==> config.mk <==
export PLATFORM = sky130hd
export DESIGN_NAME = median_filter_top
export DESIGN_NICKNAME = d
export VERILOG_FILES = /design/src/hw/median_pkg.sv /design/src/hw/median_filter_top.sv /design/src/hw/median_out_stage.sv /design/src/hw/rank_array.sv /design/src/hw/rank_cell.sv /design/src/hw/sample_delay_line.sv
export VERILOG_INCLUDE_DIRS = /design/src /design/src/hw
export SDC_FILE = /design/constraint.sdc
export NUM_CORES = 2
export LEC_CHECK = 0
export BUFFER_PORTS_ARGS = -buffer_cell sky130_fd_sc_hd__buf_2
export CORE_MARGIN = 4
export CORE_UTILIZATION = 50
export CTS_BUF_LIST = sky130_fd_sc_hd__clkbuf_8
export DETAILED_ROUTE_END_ITERATION = 16
export GPL_TIMING_DRIVEN = 0
export PLACE_DENSITY = 0.75
export SLEW_MARGIN = 5
export SYNTH_ARGS = -nofsm -noshare
export SYNTH_HDL_FRONTEND = slang
export SYNTH_SLANG_ARGS = --single-unit
==> constraint.sdc <==
create_clock -name clk -period 75.1 [get_ports clk]
set_input_delay 18.775 -clock clk [delete_from_list [all_inputs] [get_ports clk]]
set_output_delay 18.775 -clock clk [all_outputs]
set_load 0.05 [all_outputs]
==> src/hw/median_config.svh <==
// data width, window length, median index and pad value of the running median filter
`ifndef MEDIAN_CONFIG_SVH
`define MEDIAN_CONFIG_SVH

// width of one stream sample
`define MF_DATA_W 8

// number of samples in the sliding window
`define MF_WIN 49

// rank of the median inside the sorted window
`define MF_MID 24

// fill value of the history and the chain after reset,
// also the boundary seen above the last cell
`define MF_PAD 255

`endif
==> src/hw/median_pkg.sv <==
// sample, rank index and fill count types of the running median filter
`include "median_config.svh"

package median_pkg;

	// one sample of the input stream
	typedef logic [`MF_DATA_W-1:0] sample_t;

	// position in the history or in the sorted chain
	typedef logic [5:0] rank_idx_t;

	// accepted samples so far, saturates at the window length
	typedef logic [5:0] fill_cnt_t;

endpackage

==> src/hw/median_filter_top.sv <==
// top level of the running median filter with delay line, rank array and output stage
`include "median_config.svh"

module median_filter_top import median_pkg::*; (
	input  logic    clk,
	input  logic    RST,
	input  sample_t din,
	input  logic    in_en,
	output sample_t dout,
	output logic    out_valid
);

	sample_t evicted;
	sample_t median;
	logic    win_full;

	// history of the window, hands back the sample to delete
	sample_delay_line delay_i (
		.clk      (clk),
		.RST      (RST),
		.in_en    (in_en),
		.din      (din),
		.evicted  (evicted),
		.win_full (win_full)
	);

	// sorted window, new sample in and oldest out on the same update
	rank_array rank_i (
		.clk    (clk),
		.RST    (RST),
		.in_en  (in_en),
		.ins    (din),
		.del    (evicted),
		.median (median)
	);

	// results only once the window is full
	median_out_stage out_i (
		.clk       (clk),
		.RST       (RST),
		.in_en     (in_en),
		.win_full  (win_full),
		.median    (median),
		.dout      (dout),
		.out_valid (out_valid)
	);

endmodule

==> src/hw/median_out_stage.sv <==
// output stage registering the middle rank and pulsing out_valid
`include "median_config.svh"

module median_out_stage import median_pkg::*; (
	input  logic    clk,
	input  logic    RST,
	input  logic    in_en,
	input  logic    win_full,
	input  sample_t median,
	output sample_t dout,
	output logic    out_valid
);

	// sample accepted, chain inputs registered this cycle
	logic acc_q;
	// chain updating with a sample of a full window
	logic upd_q;

	always_ff @(posedge clk or posedge RST) begin
		if (RST) begin
			acc_q     <= 1'b0;
			upd_q     <= 1'b0;
			out_valid <= 1'b0;
			dout      <= '0;
		end else begin
			acc_q <= in_en;
			// win_full is looked at one edge late,
			// so the sample that completes the fill also counts
			upd_q     <= acc_q & win_full;
			out_valid <= upd_q;
			if (upd_q) begin
				dout <= median;
			end
		end
	end

	// each result traces back to exactly one accepted sample
	one_result_a: assert property (@(posedge clk) disable iff (RST)
		out_valid |-> $past(in_en, 3));

endmodule

==> src/hw/rank_array.sv <==
// rank array of compare-and-shift cells keeping the window in ascending order
`include "median_config.svh"

module rank_array import median_pkg::*; (
	input  logic    clk,
	input  logic    RST,
	input  logic    in_en,
	input  sample_t ins,
	input  sample_t del,
	output sample_t median
);

	localparam sample_t PAD = sample_t'(`MF_PAD);

	sample_t ins_q;
	sample_t del_q;
	sample_t cell_val [0:`MF_WIN-1];
	sample_t prev_val [0:`MF_WIN-1];
	sample_t next_val [0:`MF_WIN-1];

	// insert/delete pair for the chain, one edge after acceptance
	// an equal pad pair means no cell moves
	always_ff @(posedge clk or posedge RST) begin
		if (RST) begin
			ins_q <= PAD;
			del_q <= PAD;
		end else if (in_en) begin
			ins_q <= ins;
			del_q <= del;
		end else begin
			ins_q <= PAD;
			del_q <= PAD;
		end
	end

	for (genvar g = 0; g < `MF_WIN; g++) begin : g_cell
		// lower neighbour, zero below the first cell
		if (g == 0) begin : g_first
			assign prev_val[g] = '0;
		end else begin : g_prev
			assign prev_val[g] = cell_val[g-1];
		end

		// upper neighbour, pad above the last cell
		if (g == `MF_WIN - 1) begin : g_last
			assign next_val[g] = PAD;
		end else begin : g_next
			assign next_val[g] = cell_val[g+1];

			// chain stays sorted across every update
			sorted_a: assert property (@(posedge clk) disable iff (RST)
				cell_val[g] <= cell_val[g+1]);
		end

		rank_cell cell_i (
			.clk   (clk),
			.RST   (RST),
			.ins   (ins_q),
			.del   (del_q),
			.prev  (prev_val[g]),
			.next  (next_val[g]),
			.value (cell_val[g])
		);
	end

	// middle rank of the sorted window
	assign median = cell_val[`MF_MID];

endmodule

==> src/hw/rank_cell.sv <==
// one compare-and-shift cell of the sorted rank chain
`include "median_config.svh"

module rank_cell import median_pkg::*; (
	input  logic    clk,
	input  logic    RST,
	input  sample_t ins,
	input  sample_t del,
	input  sample_t prev,
	input  sample_t next,
	output sample_t value
);

	logic    ins_below;
	logic    ins_above;
	logic    in_low_band;
	logic    in_high_band;
	sample_t value_d;

	// direction of the move follows the insert/delete order
	assign ins_below = (ins < del);
	assign ins_above = (ins > del);

	// cells between ins and del are the ones that shift
	assign in_low_band  = (value > ins) && (value <= del);
	assign in_high_band = (value < ins) && (value >= del);

	always_comb begin
		value_d = value;
		if (ins_below) begin
			if (in_low_band) begin
				// shift up from below, or take the new sample
				if (prev > ins) begin
					value_d = prev;
				end else begin
					value_d = ins;
				end
			end
		end else if (ins_above) begin
			if (in_high_band) begin
				// shift down from above, or take the new sample
				if (next < ins) begin
					value_d = next;
				end else begin
					value_d = ins;
				end
			end
		end
		// equal ins and del leaves the cell alone
	end

	always_ff @(posedge clk or posedge RST) begin
		if (RST) begin
			value <= sample_t'(`MF_PAD);
		end else begin
			value <= value_d;
		end
	end

endmodule

==> src/hw/sample_delay_line.sv <==
// sample delay line holding the last window of samples, evicted sample and fill flag
`include "median_config.svh"

module sample_delay_line import median_pkg::*; (
	input  logic    clk,
	input  logic    RST,
	input  logic    in_en,
	input  sample_t din,
	output sample_t evicted,
	output logic    win_full
);

	localparam rank_idx_t LAST_IDX = rank_idx_t'(`MF_WIN - 1);
	localparam fill_cnt_t FULL_CNT = fill_cnt_t'(`MF_WIN);

	sample_t   hist [0:`MF_WIN-1];
	rank_idx_t wr_ptr;
	rank_idx_t wr_ptr_nxt;
	fill_cnt_t fill_cnt;

	// oldest entry sits at the write pointer
	assign evicted  = hist[wr_ptr];
	assign win_full = (fill_cnt == FULL_CNT);

	// wrap at the end of the window
	always_comb begin
		if (wr_ptr == LAST_IDX) begin
			wr_ptr_nxt = '0;
		end else begin
			wr_ptr_nxt = rank_idx_t'(wr_ptr + 1'b1);
		end
	end

	always_ff @(posedge clk or posedge RST) begin
		if (RST) begin
			wr_ptr   <= '0;
			fill_cnt <= '0;
		end else if (in_en) begin
			wr_ptr <= wr_ptr_nxt;
			// stop counting once the window holds only real samples
			if (!win_full) begin
				fill_cnt <= fill_cnt_t'(fill_cnt + 1'b1);
			end
		end
	end

	// starts out full of pad samples, same as the rank chain
	always_ff @(posedge clk or posedge RST) begin
		if (RST) begin
			for (int i = 0; i < `MF_WIN; i++) begin
				hist[i] <= sample_t'(`MF_PAD);
			end
		end else if (in_en) begin
			// the entry being replaced is the one the chain deletes
			hist[wr_ptr] <= din;
		end
	end

	// pointer never leaves the history
	ptr_in_range_a: assert property (@(posedge clk) disable iff (RST)
		wr_ptr <= LAST_IDX);

endmodule

### Word level (Yosys, flattened, before mapping)

Cells that the tools add are included.
W data, S select, Z words.

| cells by class | value |
|---|---|
| add/subtract/negate cells | 2 |
| $lt $le $gt $ge | 202 |
| equal/unequal tests | 51 |
| multiplexer cells | 303 |
| bitwise operators | 3 |
| reductions and logical operators | 199 |

Operators with widths:

| cell | count |
|---|---|
| $mux W8 | 299 |
| $gt A8 B8 Y1 | 50 |
| $lt A8 B8 Y1 | 50 |
| $bwmux W392 | 1 |
| $ge A8 B8 Y1 | 49 |
| $le A8 B8 Y1 | 49 |
| $reduce_and A3 Y1 | 49 |
| $reduce_bool A2 Y1 | 50 |
| $logic_and A1 B1 Y1 | 99 |
| $ne A2 B2 Y1 const B | 48 |
| $bmux W8 S6 | 1 |
| $demux W8 S6 | 1 |
| $add A6 B1 Y6 const B | 2 |
| $eq A6 B6 Y1 const B | 2 |
| $gt A1 B8 Y1 const A | 1 |
| $lt A8 B8 Y1 const A | 1 |
| $ge A7 B7 Y1 const B | 1 |
| $lt A7 B1 Y1 const B | 1 |
| $not A6 Y7 | 1 |
| $mux W6 | 1 |
| $ne A2 B1 Y1 const B | 1 |
| $reduce_and A2 Y1 | 1 |
| $and A1 B1 Y1 | 1 |
| $not A1 Y1 | 1 |

| word-level totals | value |
|---|---|
| bits in registers | 823 |
| input bits | 11 |
| output and inout port bits | 9 |
| logic and storage cells | 866 |

### Logic depth before layout (Yosys ltp)

| logic depth | value |
|---|---|
| depth after elaboration | 6 |
| gate-level depth with buffers | 14 |
| depth with buffers taken out | 8 |

### Hierarchy

From an unflattened synthesis, not the netlist that was laid out.

| unflattened totals | value |
|---|---|
| cell total of the unflattened synthesis | 8906 |
| area, all modules | 88250.9 um2 |

By module, submodules not included:

| module | instances | cells each | area each (um2) | seq. area each (um2) |
|---|---|---|---|---|
| rank_cell at rank_i.g_cell[0].cell_i ... | 48 | 153 | 1387.6 | 210.2 |
| sample_delay_line | 1 | 1351 | 19327.3 | 10600.2 |
| rank_cell at rank_i.g_cell[39].cell_i | 1 | 153 | 1360.1 | 210.2 |
| rank_array | 1 | 36 | 543.0 | 420.4 |
| median_out_stage | 1 | 22 | 416.6 | 275.3 |

### Worst setup path before layout

No wires, ideal clock.

| timing path | value |
|---|---|
| kind | input to register |
| start point | in in_en |
| end point | reg delay_i.hist[152] (netlist bit) |
| setup time | 0.082 ns |
| arrival | 20.066 ns |
| data required time | 75.018 ns |
| setup slack | 54.952 ns |
| stages on the path | 4 |
| buffers on the path | 1 |
| cells stage by stage | clkbuf_1 nand4_1 nor2_1 mux2_2 |

RTL lines:

| item | RTL line | RTL |
|---|---|---|
| start: declaration | median_filter_top.sv:8 | `input logic in_en,` |
| end signal: indexed assignment | sample_delay_line.sv:51 | `` hist[i] <= sample_t'(`MF_PAD); `` |
| end signal: indexed assignment | sample_delay_line.sv:55 | `hist[wr_ptr] <= din;` |
| end: declaration | sample_delay_line.sv:16 | `` sample_t hist [0:`MF_WIN-1]; `` |

==> out/qor.txt <==
status = finished with violations
violated checks = capacitance limit, slew limit
Layout Cells excl Fill = 7838
total track usage = 0.3438
post-synthesis net count = 6702
clk_lat worst skew = 0.94 ns
register bit total from synthesis = 823
via density per instance = 7.338
post-synthesis async set-or-reset flop share = 1.000
H-tree level count = 4
Layout fillers = 10350
fraction of layout cells with a size suffix above 1 = 0.3031
worst IR drop on VDD = 33.15 µV
I/O Buffers = 11
Max Slew Vio Count = 44
setup TNS = 0 ns
Design Power = 0.003587 W
Tcrit/Tclk final = 0.2752
Congestion Overflow GR = 0
RSZ-0062 raised after global routing = no
cell area after synthesis = 0.06248 mm²
height of the die = 361.5 µm
initial drt markers = 7664
DIE WIDTH = 361.5 µm
Syn. warnings = 0
Routed WL = 232.9 mm
FMAX = 0.04838 GHz
Core Area = 0.1240 mm²
Final nets = 6885
number of global-route vias before repair = 56150
post-route ant nets = 0
Max-slew headroom = -0.03272
Hold Path Sink = out_i.out_valid$_DFF_PP0_
R2R setup slack = 67.05 ns
Seq/Total Area, Yosys = 0.3456
Min-Delay Path Class = reg -> reg
WHS Path Cells = 0
Lkg Pwr = 27.83 nW
Layout Skew = 0.05935 ns
cell count after synthesis = 5895
cell area power density = 52.39 mW/mm²
CP endpoint kind = flop
Worst R2R Start = rank_i.ins_q[0]$_DFF_PP1_
hpwl dp = 152.8 mm
Worst R2R Path Depth = 15
minimum clock period = 20.67 ns
CP max FO = 10
initial antenna violation count = 12
Critical Path AT = 21.49 ns
DR vias = 57510
hold_sp = out_i.upd_q$_DFF_PP0_
Synth-to-Final Area Change = 9.556%
final std cell area, no fill = 0.06846 mm²
commonest non-fill, non-tap cell in the layout = dfstp_2
max-cap viol count = 5
CP Class = in -> reg
DRC viols = 0
nature of the critical path startpoint = input pin
Setup Buffers After CTS = 0
largest net degree at the start of global routing = 131
Post-synth EDFFs = 0
GP Congestion = 0.9671
Die Footprint = 0.1307 mm²
CTS root buffer = clkbuf_8
endpoints failing hold = 0
DR WL/cell = 29.71 µm
synth unique cells = 71
hold buffer count at cts = 0
actual slew at the worst max-slew pin = 1.549 ns
commonest non-fill, non-tap cells in the layout = 798 x dfstp_2, 796 x ha_1, 532 x mux2_2
CTS tree = yes
DP Cell Count = 7568
Syn Area/Cell = 10.60 µm²
Hold WS = 0.3866 ns
placed cell areas = 0.06531 mm²
Starting Density = 0.5041
row count = 129
Worst Path Required = 75.92 ns
CTS max path bufs = 3
first-pass GRT wire length = 347.0 mm
CTS resizes = 0
Num CTS Buffers = 145
top_reg_cell synth = dfstp_2
CTS clk-pin slew, worst paths = 0.06 ns
Critical R2R Capture = rank_i.g_cell[46].cell_i.value[7]$_DFFE_PP1P_
Top Ports = 20
1st-pass router iterations = 8
final setup fails = 0
CTS sink cnt = 823
## Yosys cell counts, drive strengths merged, types with 141 or more instances
master	instances	area, µm²
inv	161	604.3
nand4	158	988.5
o31ai	275	2350
clkbuf	219	822.0
o22ai	304	1902
o211ai	351	2640
nand2	145	544.3
a21o	141	1059
a21oi	284	1421
dfstp	800	21020
mux2	532	5991
ha	796	9960
nor3	297	1521
## sequential cells by signal (all words and copies together) (netlist names)
signal                      flops
delay_i.fill_cnt                6
delay_i.hist                  392
delay_i.wr_ptr                  6
out_i.acc_q                     1
out_i.dout                      8
out_i.out_valid                 1
out_i.upd_q                     1
rank_i.del_q                    8
rank_i.g_cell.cell_i.value    392
rank_i.ins_q                    8
## power by group
group | internal, W | switching [W]
sequential | 0.000746 | 0.000272
combinational | 0.000827 | 0.00128
clock | 0.000242 | 0.000215
## layer usage
| layer | up-vias | track usage | wire length, µm |
|---|---|---|---|
| met5 | - | 0 | 59 |
| met4 | 8 | 0.2212 | 17090 |
| met3 | 1139 | 0.1054 | 29720 |
| met2 | 4093 | 0.5062 | 97660 |
| met1 | 28030 | 0.4388 | 88340 |
| li1 | 24250 | - | - |
## logic make-up (layout without fill, tap and decap cells)
kind of cell | Yosys count | in the layout | share of synthesized area
compound gates | 1945 | 1945 | 0.2269
xor+xnor | 6 | 6 | 0.0008410
fa+ha+maj | 796 | 796 | 0.1594
buf+inv | 496 | 787 | 0.03122
flops | 823 | 823 | 0.3456
mux | 685 | 685 | 0.1369
other cells | 0 | 15 | 0
simple gates | 1144 | 1144 | 0.09922
## layout make-up
type | count | area (µm²) | share of cell area
inverter | 161 | 629.4 | 0.009194
buffer | 335 | 1390 | 0.02031
antenna | 15 | 37.54 | 0.0005483
sequential | 823 | 21600 | 0.3156
clock inverter | 77 | 656.9 | 0.009596
timing repair buffer | 36 | 691.9 | 0.01011
multi-input combinational | 4576 | 38950 | 0.5690
tap | 1637 | 2048 | 0.02992
clock buffer | 178 | 2450 | 0.03579
## worst max-delay path by stage
stage	slack (ns)	to	cells past startpoint	start
finish	54.43	delay_i.hist[81]$_DFFE_PP1P_	5	in_en
global route	54.43	delay_i.hist[94]$_DFFE_PP1P_	5	in_en
CTS	54.62	delay_i.hist[155]$_DFFE_PP1P_	5	in_en
detailed placement	53.65	delay_i.hist[156]$_DFFE_PP1P_	5	in_en
global placement	25.88	delay_i.wr_ptr[5]$_DFFE_PP0P_	2	RST
floorplan	34.53	delay_i.fill_cnt[0]$_DFFE_PP0P_	1	RST
## metrics by stage
step	setup WS (ns)	util
detailed placement	53.65	0.5268
global route	54.43	0.5520
floorplan	34.53	-
global placement	25.88	0.5210
finish	54.43	0.5522
CTS	54.62	0.5519
## worst max-delay path, stage by stage
cell      delay (ns)
buf_2           0.20
clkbuf_1        0.56
nand4_1         0.56
nor2_1          0.95
mux2_2          0.43
Note: power is estimated with default switching activity, not from simulation.
